===== src/coh_pkg.sv =====
package coh_pkg;

    // ------------------------------------------------------------
    // Cluster and address geometry
    // ------------------------------------------------------------

    // Four L1 caches share the L2
    localparam int NUM_CORES = 4;
    localparam int CORE_ID_W = 2;

    localparam int ADDR_W = 32;
    localparam int DATA_W = 32;

    // Direct-mapped directory, one 32-bit word per line
    localparam int DIR_SETS = 16;
    localparam int IDX_W    = 4;
    localparam int TAG_W    = 26;

    // Index sits above the byte offset, tag above the index
    localparam int IDX_LSB = 2;
    localparam int TAG_LSB = 6;

    // ------------------------------------------------------------
    // Encodings
    // ------------------------------------------------------------

    typedef enum logic {
        COH_READ,
        COH_WRITE
    } coh_op_e;

    // MESI-style line state as kept in the directory
    typedef enum logic [1:0] {
        LS_I,
        LS_S,
        LS_E,
        LS_M
    } line_state_e;

    typedef enum logic {
        SNP_INV,
        SNP_DOWN
    } snoop_op_e;

    // ------------------------------------------------------------
    // Bundles
    // ------------------------------------------------------------

    // Request from one L1, 65 bits
    typedef struct packed {
        coh_op_e             op;
        logic [ADDR_W-1:0]   addr;
        logic [DATA_W-1:0]   wdata;
    } core_req_t;

    // Reply carries the data and the granted state, 34 bits
    typedef struct packed {
        logic [DATA_W-1:0]   rdata;
        line_state_e         state;
    } core_rsp_t;

    // Snoop broadcast, 33 bits
    typedef struct packed {
        snoop_op_e           op;
        logic [ADDR_W-1:0]   addr;
    } snoop_t;

    // One directory line, 64 bits
    typedef struct packed {
        logic [TAG_W-1:0]     tag;
        line_state_e          state;
        logic [NUM_CORES-1:0] sharers;
        logic [DATA_W-1:0]    data;
    } dir_entry_t;

    // Wishbone classic, master to slave
    typedef struct packed {
        logic                cyc;
        logic                stb;
        logic                we;
        logic [ADDR_W-1:0]   adr;
        logic [DATA_W-1:0]   dat;
    } wb_m2s_t;

    // Wishbone classic, slave to master
    typedef struct packed {
        logic                ack;
        logic [DATA_W-1:0]   dat;
    } wb_s2m_t;

endpackage


===== src/core_req_arbiter.sv =====
module core_req_arbiter (
    input  logic                              clk_i,
    input  logic                              rst_ni,
    input  logic [coh_pkg::NUM_CORES-1:0]     req_valid_i,
    input  coh_pkg::core_req_t                req_i [coh_pkg::NUM_CORES],
    input  logic                              take_i,
    output logic                              grant_valid_o,
    output logic [coh_pkg::CORE_ID_W-1:0]     grant_id_o,
    output coh_pkg::core_req_t                grant_req_o,
    output logic [coh_pkg::NUM_CORES-1:0]     req_ready_o
);

    // Search starts here, one past the last winner
    logic [coh_pkg::CORE_ID_W-1:0] ptr_q;
    logic [coh_pkg::CORE_ID_W-1:0] cand;

    // ------------------------------------------------------------
    // Rotating priority search
    // ------------------------------------------------------------

    // Walk from the far end down so the core nearest the pointer wins
    // Index wraps through the natural width of cand
    always_comb begin
        grant_valid_o = 1'b0;
        grant_id_o    = '0;
        cand          = '0;
        for (int i = coh_pkg::NUM_CORES - 1; i >= 0; i--) begin
            cand = ptr_q + i[coh_pkg::CORE_ID_W-1:0];
            if (req_valid_i[cand]) begin
                grant_valid_o = 1'b1;
                grant_id_o    = cand;
            end
        end
    end

    assign grant_req_o = req_i[grant_id_o];

    // Ready pulses toward the winner only in the take cycle
    always_comb begin
        req_ready_o = '0;
        if (take_i && grant_valid_o) begin
            req_ready_o[grant_id_o] = 1'b1;
        end
    end

    // Pointer moves past the winner on take
    always_ff @(posedge clk_i or negedge rst_ni) begin
        if (!rst_ni) begin
            ptr_q <= '0;
        end else if (take_i && grant_valid_o) begin
            ptr_q <= grant_id_o + 1'b1;
        end
    end

    // A core left waiting keeps its request up until it is accepted
    a_req_held: assert property (@(posedge clk_i) disable iff (!rst_ni)
        ($past(req_valid_i & ~req_ready_o) & ~req_valid_i) == '0);

endmodule


===== src/l2_directory.sv =====
module l2_directory (
    input  logic                          clk_i,
    input  logic                          rst_ni,
    input  logic [coh_pkg::IDX_W-1:0]     lookup_idx_i,
    output coh_pkg::dir_entry_t           rd_entry_o,
    input  logic                          wr_en_i,
    input  logic [coh_pkg::IDX_W-1:0]     wr_idx_i,
    input  coh_pkg::dir_entry_t           wr_entry_i
);

    // ------------------------------------------------------------
    // Storage, one array per field
    // ------------------------------------------------------------

    // Only the state array is cleared by reset
    coh_pkg::line_state_e              state_q   [coh_pkg::DIR_SETS];

    // Tag, sharers and data are don't-care while the state is LS_I
    logic [coh_pkg::TAG_W-1:0]         tag_q     [coh_pkg::DIR_SETS];
    logic [coh_pkg::NUM_CORES-1:0]     sharers_q [coh_pkg::DIR_SETS];
    logic [coh_pkg::DATA_W-1:0]        data_q    [coh_pkg::DIR_SETS];

    // State array, every line invalid out of reset
    always_ff @(posedge clk_i or negedge rst_ni) begin
        if (!rst_ni) begin
            for (int i = 0; i < coh_pkg::DIR_SETS; i++) begin
                state_q[i] <= coh_pkg::LS_I;
            end
        end else if (wr_en_i) begin
            state_q[wr_idx_i] <= wr_entry_i.state;
        end
    end

    // Payload fields
    always_ff @(posedge clk_i) begin
        if (wr_en_i) begin
            tag_q[wr_idx_i]     <= wr_entry_i.tag;
            sharers_q[wr_idx_i] <= wr_entry_i.sharers;
            data_q[wr_idx_i]    <= wr_entry_i.data;
        end
    end

    // ------------------------------------------------------------
    // Lookup port
    // ------------------------------------------------------------

    // Combinational read, a write shows up from the next cycle on
    always_comb begin
        rd_entry_o.tag     = tag_q[lookup_idx_i];
        rd_entry_o.state   = state_q[lookup_idx_i];
        rd_entry_o.sharers = sharers_q[lookup_idx_i];
        rd_entry_o.data    = data_q[lookup_idx_i];
    end

    // A modified line is owned by exactly one L1
    a_m_single_owner: assert property (@(posedge clk_i) disable iff (!rst_ni)
        (wr_en_i && wr_entry_i.state == coh_pkg::LS_M) |-> $onehot(wr_entry_i.sharers));

endmodule


===== src/coherency_controller.sv =====
module coherency_controller (
    input  logic                              clk_i,
    input  logic                              rst_ni,
    // Arbiter side
    input  logic                              grant_valid_i,
    input  logic [coh_pkg::CORE_ID_W-1:0]     grant_id_i,
    input  coh_pkg::core_req_t                grant_req_i,
    output logic                              take_o,
    // Directory side
    output logic [coh_pkg::IDX_W-1:0]         lookup_idx_o,
    input  coh_pkg::dir_entry_t               rd_entry_i,
    output logic                              wr_en_o,
    output logic [coh_pkg::IDX_W-1:0]         wr_idx_o,
    output coh_pkg::dir_entry_t               wr_entry_o,
    // Snoop and response side
    output logic [coh_pkg::NUM_CORES-1:0]     snoop_valid_o,
    output coh_pkg::snoop_t                   snoop_o,
    input  logic [coh_pkg::NUM_CORES-1:0]     snoop_ack_i,
    output logic [coh_pkg::NUM_CORES-1:0]     rsp_valid_o,
    output coh_pkg::core_rsp_t                rsp_o,
    input  logic [coh_pkg::NUM_CORES-1:0]     rsp_ready_i,
    // Wishbone master
    output coh_pkg::wb_m2s_t                  wb_o,
    input  coh_pkg::wb_s2m_t                  wb_i
);

    typedef enum logic [2:0] {
        ST_IDLE,
        ST_LOOKUP,
        ST_EVICT_SNOOP,
        ST_WRITEBACK,
        ST_FETCH,
        ST_SNOOP,
        ST_UPDATE,
        ST_RESPOND
    } state_e;

    state_e                          state_q;
    coh_pkg::core_req_t              req_q;
    logic [coh_pkg::CORE_ID_W-1:0]   id_q;
    // Working copy of the line, victim first on a miss
    coh_pkg::dir_entry_t             line_q;
    coh_pkg::snoop_op_e              snp_op_q;
    // Snoop targets still owing an ack
    logic [coh_pkg::NUM_CORES-1:0]   pend_q;
    logic [coh_pkg::NUM_CORES-1:0]   pend_nxt;
    coh_pkg::wb_m2s_t                wb_q;

    logic [coh_pkg::TAG_W-1:0]       req_tag;
    logic [coh_pkg::IDX_W-1:0]       req_idx;
    logic [coh_pkg::ADDR_W-1:0]      line_addr;
    logic [coh_pkg::ADDR_W-1:0]      victim_addr;
    logic                            hit;

    // Request rule outputs
    coh_pkg::dir_entry_t             src_line;
    coh_pkg::dir_entry_t             upd_line;
    logic [coh_pkg::NUM_CORES-1:0]   req_bit;
    logic [coh_pkg::NUM_CORES-1:0]   others;
    logic [coh_pkg::NUM_CORES-1:0]   snp_tgt;
    coh_pkg::snoop_op_e              snp_op;

    // ------------------------------------------------------------
    // Address split and hit detect
    // ------------------------------------------------------------

    assign req_tag     = req_q.addr[coh_pkg::TAG_LSB +: coh_pkg::TAG_W];
    assign req_idx     = req_q.addr[coh_pkg::IDX_LSB +: coh_pkg::IDX_W];
    // Word-aligned addresses for memory and snoops
    assign line_addr   = {req_tag, req_idx, {coh_pkg::IDX_LSB{1'b0}}};
    assign victim_addr = {line_q.tag, req_idx, {coh_pkg::IDX_LSB{1'b0}}};

    assign hit = (rd_entry_i.state != coh_pkg::LS_I) && (rd_entry_i.tag == req_tag);

    // ------------------------------------------------------------
    // Request rules
    // ------------------------------------------------------------

    // Source is the directory line on lookup, the fetched word on fill
    always_comb begin
        src_line = rd_entry_i;
        if (state_q == ST_FETCH) begin
            src_line.tag     = req_tag;
            src_line.state   = coh_pkg::LS_I;
            src_line.sharers = '0;
            src_line.data    = wb_i.dat;
        end
        req_bit        = '0;
        req_bit[id_q]  = 1'b1;
        others         = src_line.sharers & ~req_bit;
        upd_line       = src_line;
        upd_line.tag   = req_tag;
        snp_tgt        = '0;
        snp_op         = coh_pkg::SNP_INV;
        if (req_q.op == coh_pkg::COH_WRITE) begin
            // Invalidate everyone else, requester becomes owner
            snp_tgt          = others;
            upd_line.state   = coh_pkg::LS_M;
            upd_line.sharers = req_bit;
            upd_line.data    = req_q.wdata;
        end else if (src_line.state == coh_pkg::LS_I) begin
            // Fresh fill with no holder
            upd_line.state   = coh_pkg::LS_E;
            upd_line.sharers = req_bit;
        end else if (others != '0) begin
            upd_line.state   = coh_pkg::LS_S;
            upd_line.sharers = src_line.sharers | req_bit;
            // E or M elsewhere needs a downgrade first
            if (src_line.state != coh_pkg::LS_S) begin
                snp_tgt = others;
                snp_op  = coh_pkg::SNP_DOWN;
            end
        end
        // Sole holder reading again keeps the line as it is
    end

    // ------------------------------------------------------------
    // Transaction FSM
    // ------------------------------------------------------------

    assign pend_nxt = pend_q & ~snoop_ack_i;

    always_ff @(posedge clk_i or negedge rst_ni) begin
        if (!rst_ni) begin
            state_q <= ST_IDLE;
            pend_q  <= '0;
            wb_q    <= '0;
        end else begin
            case (state_q)
                ST_IDLE: begin
                    if (grant_valid_i) begin
                        state_q <= ST_LOOKUP;
                    end
                end
                ST_LOOKUP: begin
                    if (hit) begin
                        pend_q  <= snp_tgt;
                        state_q <= (snp_tgt != '0) ? ST_SNOOP : ST_UPDATE;
                    end else if (rd_entry_i.state != coh_pkg::LS_I) begin
                        // Valid victim, clear it out of every L1 first
                        pend_q  <= rd_entry_i.sharers;
                        state_q <= ST_EVICT_SNOOP;
                    end else begin
                        state_q <= ST_FETCH;
                    end
                end
                ST_EVICT_SNOOP: begin
                    pend_q <= pend_nxt;
                    if (pend_nxt == '0) begin
                        state_q <= (line_q.state == coh_pkg::LS_M) ? ST_WRITEBACK : ST_FETCH;
                    end
                end
                ST_WRITEBACK: begin
                    if (!wb_q.cyc) begin
                        wb_q.cyc <= 1'b1;
                        wb_q.stb <= 1'b1;
                        wb_q.we  <= 1'b1;
                        wb_q.adr <= victim_addr;
                        wb_q.dat <= line_q.data;
                    end else if (wb_i.ack) begin
                        // Bus idles one cycle before the fetch
                        wb_q.cyc <= 1'b0;
                        wb_q.stb <= 1'b0;
                        state_q  <= ST_FETCH;
                    end
                end
                ST_FETCH: begin
                    if (!wb_q.cyc) begin
                        wb_q.cyc <= 1'b1;
                        wb_q.stb <= 1'b1;
                        wb_q.we  <= 1'b0;
                        wb_q.adr <= line_addr;
                    end else if (wb_i.ack) begin
                        wb_q.cyc <= 1'b0;
                        wb_q.stb <= 1'b0;
                        state_q  <= ST_UPDATE;
                    end
                end
                ST_SNOOP: begin
                    pend_q <= pend_nxt;
                    if (pend_nxt == '0) begin
                        state_q <= ST_UPDATE;
                    end
                end
                ST_UPDATE: begin
                    state_q <= ST_RESPOND;
                end
                ST_RESPOND: begin
                    if (rsp_ready_i[id_q]) begin
                        state_q <= ST_IDLE;
                    end
                end
                default: begin
                    state_q <= ST_IDLE;
                end
            endcase
        end
    end

    // Request and working line
    always_ff @(posedge clk_i) begin
        if (state_q == ST_IDLE && grant_valid_i) begin
            req_q <= grant_req_i;
            id_q  <= grant_id_i;
        end
        if (state_q == ST_LOOKUP) begin
            line_q   <= hit ? upd_line : rd_entry_i;
            snp_op_q <= snp_op;
        end
        // Filled line already carries the request rule result
        if (state_q == ST_FETCH && wb_q.cyc && wb_i.ack) begin
            line_q <= upd_line;
        end
    end

    // ------------------------------------------------------------
    // Outputs
    // ------------------------------------------------------------

    assign take_o       = (state_q == ST_IDLE) && grant_valid_i;
    assign lookup_idx_o = req_idx;
    assign wr_en_o      = (state_q == ST_UPDATE);
    assign wr_idx_o     = req_idx;
    assign wr_entry_o   = line_q;
    assign wb_o         = wb_q;

    always_comb begin
        snoop_valid_o = '0;
        snoop_o.op    = coh_pkg::SNP_INV;
        snoop_o.addr  = victim_addr;
        if (state_q == ST_EVICT_SNOOP) begin
            snoop_valid_o = pend_q;
        end else if (state_q == ST_SNOOP) begin
            snoop_valid_o = pend_q;
            snoop_o.op    = snp_op_q;
            snoop_o.addr  = line_addr;
        end
    end

    // Granted state is the state the line was left in
    assign rsp_o.rdata = line_q.data;
    assign rsp_o.state = line_q.state;

    always_comb begin
        rsp_valid_o = '0;
        if (state_q == ST_RESPOND) begin
            rsp_valid_o[id_q] = 1'b1;
        end
    end

    // Bus request stays put with address and data until the slave acks
    a_wb_hold: assert property (@(posedge clk_i) disable iff (!rst_ni)
        (wb_o.cyc && !wb_i.ack) |=> (wb_o.cyc && wb_o.stb && $stable(wb_o.adr)
            && $stable(wb_o.we) && $stable(wb_o.dat)));

    // The requester never snoops itself on its own line
    a_no_self_snoop: assert property (@(posedge clk_i) disable iff (!rst_ni)
        (state_q == ST_SNOOP) |-> !snoop_valid_o[id_q]);

    // A stalled reply keeps its target and its payload
    a_rsp_hold: assert property (@(posedge clk_i) disable iff (!rst_ni)
        ((rsp_valid_o != '0) && ((rsp_valid_o & rsp_ready_i) == '0))
            |=> ($stable(rsp_valid_o) && $stable(rsp_o)));

endmodule


===== src/coherency_top.sv =====
module coherency_top (
    input  logic                              clk_i,
    input  logic                              rst_ni,
    // Core request ports
    input  logic [coh_pkg::NUM_CORES-1:0]     req_valid_i,
    input  coh_pkg::core_req_t                req_i [coh_pkg::NUM_CORES],
    output logic [coh_pkg::NUM_CORES-1:0]     req_ready_o,
    // Core response ports
    output logic [coh_pkg::NUM_CORES-1:0]     rsp_valid_o,
    output coh_pkg::core_rsp_t                rsp_o,
    input  logic [coh_pkg::NUM_CORES-1:0]     rsp_ready_i,
    // Snoop broadcast
    output logic [coh_pkg::NUM_CORES-1:0]     snoop_valid_o,
    output coh_pkg::snoop_t                   snoop_o,
    input  logic [coh_pkg::NUM_CORES-1:0]     snoop_ack_i,
    // Memory
    output coh_pkg::wb_m2s_t                  wb_o,
    input  coh_pkg::wb_s2m_t                  wb_i
);

    logic                            grant_valid;
    logic [coh_pkg::CORE_ID_W-1:0]   grant_id;
    coh_pkg::core_req_t              grant_req;
    logic                            take;

    logic [coh_pkg::IDX_W-1:0]       lookup_idx;
    coh_pkg::dir_entry_t             rd_entry;
    logic                            wr_en;
    logic [coh_pkg::IDX_W-1:0]       wr_idx;
    coh_pkg::dir_entry_t             wr_entry;

    core_req_arbiter i_arbiter (
        .clk_i         (clk_i),
        .rst_ni        (rst_ni),
        .req_valid_i   (req_valid_i),
        .req_i         (req_i),
        .take_i        (take),
        .grant_valid_o (grant_valid),
        .grant_id_o    (grant_id),
        .grant_req_o   (grant_req),
        .req_ready_o   (req_ready_o)
    );

    l2_directory i_directory (
        .clk_i        (clk_i),
        .rst_ni       (rst_ni),
        .lookup_idx_i (lookup_idx),
        .rd_entry_o   (rd_entry),
        .wr_en_i      (wr_en),
        .wr_idx_i     (wr_idx),
        .wr_entry_i   (wr_entry)
    );

    coherency_controller i_controller (
        .clk_i         (clk_i),
        .rst_ni        (rst_ni),
        .grant_valid_i (grant_valid),
        .grant_id_i    (grant_id),
        .grant_req_i   (grant_req),
        .take_o        (take),
        .lookup_idx_o  (lookup_idx),
        .rd_entry_i    (rd_entry),
        .wr_en_o       (wr_en),
        .wr_idx_o      (wr_idx),
        .wr_entry_o    (wr_entry),
        .snoop_valid_o (snoop_valid_o),
        .snoop_o       (snoop_o),
        .snoop_ack_i   (snoop_ack_i),
        .rsp_valid_o   (rsp_valid_o),
        .rsp_o         (rsp_o),
        .rsp_ready_i   (rsp_ready_i),
        .wb_o          (wb_o),
        .wb_i          (wb_i)
    );

endmodule


===== config.mk =====
export PLATFORM = sky130hd
export DESIGN_NAME = coherency_top
export DESIGN_NICKNAME = d
export VERILOG_FILES = /design/src/coh_pkg.sv /design/src/core_req_arbiter.sv /design/src/l2_directory.sv /design/src/coherency_controller.sv /design/src/coherency_top.sv
export SDC_FILE = /design/constraint.sdc
export NUM_CORES = 1
export LEC_CHECK = 0
export BUFFER_PORTS_ARGS = -buffer_cell sky130_fd_sc_hd__clkbuf_2
export CAP_MARGIN = 40
export CELL_PAD_IN_SITES_DETAIL_PLACEMENT = 2
export CELL_PAD_IN_SITES_GLOBAL_PLACEMENT = 2
export CORE_ASPECT_RATIO = 1.1
export CORE_MARGIN = 1.5
export CORE_UTILIZATION = 40
export CTS_CLUSTER_SIZE = 28
export DETAILED_ROUTE_END_ITERATION = 16
export PLACE_DENSITY_LB_ADDON = 0.1
export SLEW_MARGIN = 20
export SYNTH_ARGS = -nofsm -noshare
export SYNTH_HDL_FRONTEND = slang
export SYNTH_SLANG_ARGS = --single-unit

===== constraint.sdc =====
create_clock -name clk_i -period 6.4 [get_ports clk_i]
set_input_delay 1.28 -clock clk_i [delete_from_list [all_inputs] [get_ports clk_i]]
set_output_delay 1.28 -clock clk_i [all_outputs]
set_load 0.01 [all_outputs]

==> results.md, run 1 <==
Pwr:
- The total chip power is 25.78 mW.
- The reported leakage power is 21.31 nW.
- IR analysis of the VDD net gives a maximum drop of 0.2187 mV.
- The power density over the cells is 429.8 nW/µm².

Logic synthesis:
- The flip-flop cell with the highest count after synthesis is sky130_fd_sc_hd__edfxtp_1.
- The unique cell type count in the Yosys netlist is 67.
- The count of mapped cells out of synthesis is 2921.
- After synthesis, the share of flip-flops with an asynchronous set or reset is 8.604%.
- Summing the sequential cell areas from Yosys gives 71.19% of the chip area.
- The cell with the most instances after synthesis is sky130_fd_sc_hd__edfxtp_1.
- The mapped netlist covers 51160 µm².
- During synthesis, Yosys emitted a total of 0 warnings.
- The average instance area after synthesis is 17.52 µm².
- After synthesis, the largest area contributor takes up 65.85% of total cell area.
- The count of flip-flops with a built-in enable after synthesis is 1122.
- The synthesized design spends more area on one cell type than any other, namely sky130_fd_sc_hd__edfxtp_1.
- By area the synthesized netlist is led by sky130_fd_sc_hd__edfxtp_1 66%, sky130_fd_sc_hd__mux4_2 12%, sky130_fd_sc_hd__dfrtp_1 5.2%.
- The synthesis-stage register bit count is 1232.
- Counting instances in the post-synthesis netlist gives the leading cell types as 1122 x sky130_fd_sc_hd__edfxtp_1, 362 x sky130_fd_sc_hd__nand2_1, 265 x sky130_fd_sc_hd__mux4_2.

Placement:
- Routability-driven placement finished with a final weighted congestion of 0.8844.
- Detailed placement ended at an HPWL of 105100 µm.
- Input and output buffers added on the ports amount to 440.

Cells and area:
- In the final layout, the multi-input gates occupy 13650 µm².
- The final standard cell utilization of the core is 47.28%.
- Relative to the synthesized area, the layout overhead comes to 17.22%.
- 0 antenna diodes ended up in the layout.
- The register cell area after layout is 36440 µm².
- Fill cells in the final layout number 11712.
- The share of layout cells above drive strength 1 is 33.72%.
- The number of nets in the final layout is 3685.

CTS:
- The post-CTS resize count is 0.
- The number of buffers added for setup after CTS is 0.
- The number of clock buffers inserted by TritonCTS is 134.
- TritonCTS built the clock tree.
- The insertion delay of the later-clocked pin in the worst-skew pair is 0.78 ns.
- For this design, the sink count on the clock tree is 1232.
- The H-tree level count is 4.
- After clock tree synthesis, the clock-pin slew on the worst setup and hold paths is 0.06 ns.
- The count of hold-fix buffers inserted at cts is 0.
- The root buffer selected by CTS is sky130_fd_sc_hd__clkbuf_16.
- The worst-case clock buffer depth is 3.

Timing:
- Based on the critical path, the design can be clocked at up to 199.4 MHz.
- The time the worst path needs with I/O delays and setup is 5.016 ns.
- The slew at the pin closest to its max-slew limit is 0.9166 ns.
- The worst slew margin relative to its limit is 38.89%.
- The max-slew violation count was 0.
- The final period utilization is 78.37%.
- Setup repair after global routing left no endpoint under its margin.
- The setup violation total in the final timing report is 0.
- On the final layout, the worst clock skew is 0.02436 ns.
- The worst hold margin is 0.3946 ns.
- Summed over all failing endpoints, the final setup total negative slack is 0 ns.
- The number of hold violations in the final report is 0.

Floorplanning:
- In this run the core area contains 137 standard-cell rows.
- The floorplan step set the die height to 378.1 µm.
- Measured along the x axis, the die boundary spans 344 µm.
- Once the floorplan was initialized, standard cells occupied 40.34% of the core.
- The core region is 126800 µm².
- The overall die area is 130100 µm².
- Pin placement for this block handled 453 I/O pins.

Critical path:
- Traced cell by cell, the critical path runs through buf_4 -> mux4_1 -> mux4_2 -> xnor2_1 -> o21ai_0 -> or4_1 -> nor4_4 -> buf_4 -> o22ai_1 -> a21o_1.
- The maximum fanout along the worst path is 38.
- The largest stage delay on the critical path is 0.82 ns.
- The most numerous cell type found on the critical path is sky130_fd_sc_hd__buf_4.
- The worst setup path is captured at a register.
- The setup check on the worst reg-to-reg path leaves a slack of 1.38 ns.
- The launching element type of the critical path is a register.
- The worst register-to-register path ends at i_controller.rsp_o[31].
- At the worst endpoint, the required time is 6.92 ns.
- The cell depth of the worst flop-to-flop path is 10.
- The critical path data arrival time is 5.54 ns.
- The slowest cell on the critical path is sky130_fd_sc_hd__dfxtp_4.
- The classification of the worst setup path is reg2reg.

Global route:
- Entering global routing, the biggest net connects 129 pins.
- The number of global-route vias before repair came to 33010.
- The all-layer global routing usage is 25.87%.
- For this run the aggregate overflow at the end of global routing stands at 0.
- The first global-routing pass estimated 238600 µm of wire.
- The initial antenna violation count is 11.

Routing:
- In the final routed layout, each cell accounts on average for 32.49 µm.
- The number of design-rule violations left by the first detailed-router iteration is 2249.
- For this block, the routed nets add up to 167400 µm of wire.
- The detailed-router iteration count before antenna repair is 5.
- The count of nets left with antenna violations once routing finished came out at 0.
- In the routed design, unresolved DRC markers number 0.
- The number of vias per cell after detailed routing is 5.809.
- The final route contains 29932 vias.

Hold path:
- The tightest min-delay check is of the in2async type.

Job:
- The number of max-capacitance violations reported is 0.

Status:
- The flow ran to the end, and the final reports show no timing, DRC or antenna violations.
-- worst max-delay path, delay by kind of cell, from the launching register on --
kind / cells / cell delay [ns]
mux: 2 / 1.11
buf+inv: 2 / 0.88
compound gates: 3 / 0.66
flops: 1 / 0.82
simple gates: 2 / 0.99
xor+xnor: 1 / 0.20
-- layer usage --
layer	wire (µm)	GRT usage, %	vias to the layer above
met5	12	0	-
met4	3804	6.860	2
met3	8398	3.996	222
met2	86260	45.35	1014
met1	68930	33.36	16247
li1	-	-	12447
-- worst max path at each step --
| stage | end | slack, ns | startpoint | cells after the start |
|---|---|---|---|---|
| after global placement | i_controller.rsp_o[31] | 1.54 | register | 10 |
| after floorplan | i_directory.state_q[28] | 0.21 | i_controller.state_q[0] | 6 |
| after global routing | i_controller.rsp_o[31] | 1.26 | register | 10 |
| after CTS | i_controller.rsp_o[31] | 1.33 | register | 10 |
| after detailed placement | i_controller.rsp_o[31] | 1.34 | register | 10 |
| final | i_controller.rsp_o[31] | 1.38 | register | 10 |
-- power breakdown --
part | internal [mW] | leakage (nW) | switching, mW
logic | 2.83 | 7.70 | 3.97
clock network | 4.49 | 2.12 | 3.25
registers | 10.2 | 11.5 | 1.02
total | 17.5 | 21.3 | 8.24
-- final cells by class --
class | instances | share of cell area (%)
inverters | 50 | 0.3213
clock inverters | 71 | 1.170
multi-input cells | 1425 | 22.76
flip-flops and latches | 1232 | 60.76
well taps | 1668 | 3.480
repair buffers | 531 | 5.460
clock buffers | 176 | 6.046
-- sequential cells by signal (all words and copies together) (netlist names), named ones only --
register,cells
i_directory.tag_q,416
i_controller.lookup_idx_o,4
i_directory.data_q,512
i_controller.wr_entry_o,30
i_controller.req_q,33
i_arbiter.ptr_q,2
i_controller.wb_o,65
i_controller.id_q,2
i_controller.line_addr,26
i_directory.sharers_q,64
i_directory.state_q,32
i_controller.state_q,3
i_controller.rsp_o,34
i_controller.snp_op_q,1
i_controller.pend_q,4
-- metrics by stage --
stage / instances / instance area (µm²) / worst slack (ns)
after floorplan: 2924 / 51180 / 0.2096
after global placement: 4890 / 55280 / 1.537
after detailed placement: 4903 / 55580 / 1.342
after CTS: 5150 / 59910 / 1.330
after global routing: 5153 / 59970 / 1.260
final: 5153 / 59970 / 1.384
-- layout by cell type (no fill, tap or decap), drive strengths merged, types with 15 or more instances in the layout --
master	instances
a21o	32
a21oi	24
a22oi	43
a31oi	63
and2	15
and3	62
buf	92
clkbuf	615
clkinv	50
dfrtp	106
edfxtp	1122
inv	58
mux2	143
mux2i	88
mux4	267
nand2	362
nand2b	17
nor2	48
nor3	17
o21ai	56
o22ai	45
-- kinds of logic (layout without fill, tap and decap cells) --
group / count (synthesis) / after routing / synth area share (%)
adder cells (fa/ha/maj): 4 / 4 / 0.09782
buffers and inverters: 267 / 828 / 2.507
flip-flops: 1232 / 1232 / 71.19
XOR/XNOR: 16 / 16 / 0.2739
AND/OR/NAND/NOR: 589 / 589 / 5.236
other: 1 / 4 / 0.007329
multiplexers: 498 / 498 / 16.64
AO/OA/AOI/OAI: 314 / 314 / 4.050
No activity file was read; power rests on OpenSTA's default activity.
==> run 2, diff against run 1 <==
--- a/config.mk
+++ b/config.mk
@@ -5,6 +5,7 @@
 export SDC_FILE = /design/constraint.sdc
 export NUM_CORES = 1
 export LEC_CHECK = 0
+export ABC_AREA = 1
 export BUFFER_PORTS_ARGS = -buffer_cell sky130_fd_sc_hd__clkbuf_2
 export CAP_MARGIN = 40
 export CELL_PAD_IN_SITES_DETAIL_PLACEMENT = 2
==> constraint.sdc (replaced) <==
create_clock -name clk_i -period 4.8 [get_ports clk_i]
set_input_delay 0.96 -clock clk_i [delete_from_list [all_inputs] [get_ports clk_i]]
set_output_delay 0.96 -clock clk_i [all_outputs]
set_load 0.01 [all_outputs]
==> run 2 against run 1 <==
Compared with the run above: critical path depth increased by 2; first-iteration DRC count up 26%; register-to-register slack got worse by 0.79 ns; setup slack got worse by 0.83 ns; total power grew 74%; final cell count grew 34%; combinational power grew to 2.6 times the previous value; critical endpoint is now req_ready_o[2]; cell area increased by 2.4%.
==> results.md, run 2 <==
Status:
- The flow ran to the end, and the final reports show no timing, DRC or antenna violations.

Logic synthesis:
- The count of mapped cells out of synthesis is 4682 (+60%).
- The largest area contributor in the synthesized netlist is sky130_fd_sc_hd__edfxtp_1.
- The post-synthesis instance area is 52680 µm² (+3.0%).
- The unique cell type count in the Yosys netlist was 38 (-43%).
- The warning count from the yosys run is 0 (unchanged).
- Counting instances in the post-synthesis netlist gives the leading cell types as 1122 x sky130_fd_sc_hd__edfxtp_1, 808 x sky130_fd_sc_hd__nand2_1, 719 x sky130_fd_sc_hd__nor2_1.
- The average instance area after synthesis was 11.25 µm² (-36%).
- Ranked by total cell area, the synthesized netlist is headed by sky130_fd_sc_hd__edfxtp_1 64%, sky130_fd_sc_hd__nand2_1 5.8%, sky130_fd_sc_hd__nor2_1 5.1%.
- The fraction of the yosys area taken by sequential cells is 69.15% (-2.0 points).
- The top cell type's share of synthesized area is 63.96% (-1.9 points).
- The flip-flop cell with the highest count after synthesis is sky130_fd_sc_hd__edfxtp_1.
- The fraction of registers with async set or reset after synthesis came to 8.604% (unchanged).
- The count of flip-flops with a built-in enable after synthesis is 1122 (unchanged).
- The synthesis-stage register bit count is 1232 (unchanged).
- The cell with the most instances after synthesis is sky130_fd_sc_hd__edfxtp_1.

CTS:
- The clock-pin transition on the worst setup and hold timing paths came to 0.06 ns (about the same).
- The post-CTS resize count is 0 (unchanged).
- The number of clock buffers inserted by TritonCTS is 137 (+2.2%).
- The root buffer selected by CTS is sky130_fd_sc_hd__clkbuf_16.
- The count of hold-fix buffers inserted at cts is 0 (unchanged).
- The worst-case clock buffer depth is 3 (unchanged).
- The clock tree from TritonCTS is built.
- The insertion delay of the later-clocked pin in the worst-skew pair was 0.79 ns (about the same).
- The H-tree level count was 4 (unchanged).
- The clock sink count is 1232 (unchanged).
- The number of buffers added for setup after CTS is 0 (unchanged).

Cells and area:
- The register ranked first by flip-flop count is i_directory.data_q.
- The number of nets in the final layout came to 5353 (+45%).
- The number of non-filler instances in the completed layout is 6911 (+34%).
- The share of layout cells above drive strength 1 came to 16.22% (-17 points).
- Leaving out fill and tap cells, the most frequent cell in the layout is sky130_fd_sc_hd__edfxtp_1.
- The final standard cell utilization of the core is 47.02% (-0.26 points).
- The top cell types in the final layout, fill and taps aside, are 1122 x sky130_fd_sc_hd__edfxtp_1, 800 x sky130_fd_sc_hd__nand2_1, 701 x sky130_fd_sc_hd__nor2_1.
- The area growth from synthesis to layout is 16.60%.
- The number of flip-flops in the largest register is 512 (unchanged).

Timing:
- The setup violation total in the final timing report is 0 (unchanged).
- The final worst setup slack is 0.5501 ns (-0.8341 ns).
- The max-slew violation count is 0 (unchanged).
- The smallest clock period supported by the final layout is computed as 4.250 ns.
- The worst-case clock skew is 0.03022 ns (+0.005861 ns).
- The slew at the pin closest to its max-slew limit is 0.8990 ns (-0.01765 ns).
- The total negative slack for setup checks is 0 ns (unchanged).
- Based on the critical path, the design can be clocked at up to 235.3 MHz.
- Setup repair after global routing left no endpoint under its margin.
- The worst slew margin relative to its limit is 40.07% (+1.2 points).
- The final period utilization is 88.54%.
- The number of hold violations in the final report was 0 (unchanged).

Critical path:
- The critical path data arrival time is 3.29 ns (-2.25 ns).
- The launching element type of the critical path is a register.
- The maximum fanout along the worst path was 29 (-24%).
- The sort of element at the end of the critical path is an output pin.
- The cell depth of the worst flop-to-flop path was 18 (+8).
- The classification of the worst setup path is reg2out.
- The required arrival time at the worst endpoint was 3.84 ns (-3.08 ns).

Placement:
- The final weighted congestion in routability-driven placement is 0.8399 (-5.0%).
- The post-placement cell count came to 6662 (+36%).
- The worst slack at placement came to 0.7004 ns (-0.6419 ns).
- The HPWL after detailed placement is 121800 µm (+16%).
- The count of buffers inserted at the top-level ports was 440 (unchanged).

Global route:
- The global-route wire length before repair was 292600 µm (+23%).
- The pin count of the biggest net entering global routing is 139 (+7.8%).
- The initial antenna violation count came to 5 (-6).
- The all-layer global routing usage is 29.85% (+4.0 points).
- The number of global-route vias before repair is 43579 (+32%).
- The leftover overflow at the end of global routing came to 0 (unchanged).

Routing:
- The number of design-rule violations left by the first detailed-router iteration was 2832 (+26%).
- The per-cell routed wire length is 29.01 µm (-11%).
- The routed wire length is 200500 µm (+20%).
- The number of vias per cell after detailed routing was 5.734 (-1.3%).
- The final routed DRC violation total came to 0 (unchanged).
- The detailed-router iteration count before antenna repair came to 5 (unchanged).
- The antenna violation net count after detailed routing came to 0 (unchanged).
- The number of vias after detailed routing was 39627 (+32%).

Floorplanning:
- The effective utilization at floorplan is 40.33% (about the same).
- The vertical die dimension is 383.6 µm (+1.5%).
- The area of the core is 130600 µm² (+3.0%).
- The overall die area was 133900 µm² (+2.9%).
- The number of I/O pins is 453 (unchanged).
- The chip width is 349 µm (+1.5%).
- The placement row count came to 139 (+1.5%).

Job:
- The number of max-capacitance violations reported was 0 (unchanged).

Pwr:
- The power density over the cells is 730.5 nW/µm² (+70%).
- The maximum vdd drop was 0.6251 mV (+190%).
- The reported leakage power is 23.00 nW (+7.9%).
- The total chip power came to 44.87 mW (+74%).

Hold path:
- The class of the tightest hold or removal check is in2async.
-- run 2: changes by cell type in the layout (fill, tap and decap cells not counted), moves of 61 or more --
cell                       change
sky130_fd_sc_hd__a31oi_1      -61
sky130_fd_sc_hd__mux2_2      -111
sky130_fd_sc_hd__inv_1       +203
sky130_fd_sc_hd__o21ai_0     +478
sky130_fd_sc_hd__mux2i_1      -88
sky130_fd_sc_hd__and3_1       -61
sky130_fd_sc_hd__nand3_1     +265
sky130_fd_sc_hd__o32ai_1      +63
sky130_fd_sc_hd__nand2_1     +438
sky130_fd_sc_hd__mux4_2      -265
sky130_fd_sc_hd__nor2_1      +667
sky130_fd_sc_hd__o221ai_1     +97
sky130_fd_sc_hd__o211ai_1     +75
-- run 2: final timing paths --
| kind | from | end | slack, ns |
|---|---|---|---|
| worst max-delay path | i_arbiter.ptr_q[0] | req_ready_o[2] | 0.55 |
| worst min-delay path | rst_ni | i_controller.wb_o[18] | 0.09 |
| worst max register to register | register | i_controller.rsp_o[19] | 0.59 |
| worst min register to register | i_controller.wb_o[54] | i_controller.wb_o[54] | 0.48 |
| max in group asynchronous | rst_ni | i_controller.wb_o[51] | 3.70 |
| min in group clk_i | wb_i[32] | i_controller.wb_o[65] | 0.46 |
-- run 2: cells by family after synthesis --
kind of cell	after synthesis	share of synthesized area, %
flip-flops	1232	69.15
multiplexers	32	0.6841
buffers and inverters	620	5.083
XOR/XNOR	1	0.01663
AO/OA/AOI/OAI	966	11.18
other	1	0.007119
adder cells (fa/ha/maj)	4	0.09502
AND/OR/NAND/NOR	1826	13.79
-- run 2: critical path, stage by stage, from the launching register on --
cell and delay, ns:
sky130_fd_sc_hd__dfrtp_1 0.49, sky130_fd_sc_hd__inv_1 0.15, sky130_fd_sc_hd__o21ai_0 0.41, sky130_fd_sc_hd__nand2_1 0.13, sky130_fd_sc_hd__nand3_1 0.13, sky130_fd_sc_hd__nand2_1 0.06
sky130_fd_sc_hd__nand3_1 0.10, sky130_fd_sc_hd__nand2_4 0.22, sky130_fd_sc_hd__inv_4 0.31, sky130_fd_sc_hd__ha_1 0.20, sky130_fd_sc_hd__inv_1 0.04, sky130_fd_sc_hd__nor2_1 0.10
sky130_fd_sc_hd__clkbuf_2 0.15
-- run 2: routing by layer --
metal	global-route usage [%]	part of all wire (%)	vias to the layer above
met2	53.53	52	1135
met3	4.184	4.4	383
met1	35.84	39	20823
li1	-	-	17286
met5	0	0	-
met4	12.40	4.2	0
-- run 2: cell type report --
type                       instances  area [µm²]
inverter                         281        1076
sequential                      1232       36440
multi-input combinational       2833       13770
antenna                            1       2.502
clock inverter                    53       381.6
tap                             1762        2205
clock buffer                     192        3766
fill                           13265       69190
timing repair buffer             557        3777
-- run 2: stage by stage --
stage	hold slack, ns	area (µm²)
2_1_floorplan	0.4537	52690
3_3_place_gp	0.4561	56920
3_5_place_dp	0.4675	57220
4_1_cts	0.07776	61370
5_1_grt	0.1140	61420
6_report	0.08526	61420
-- run 2: report_power, final --
part           leakage (nW)  total (mW)  switching (mW)  internal [mW]
sequential             11.5        16.9            2.06           14.9
clock                  2.02        9.99            4.47           5.51
combinational          9.44        18.0            12.9           5.05
total                  23.0        44.9            19.4           25.4
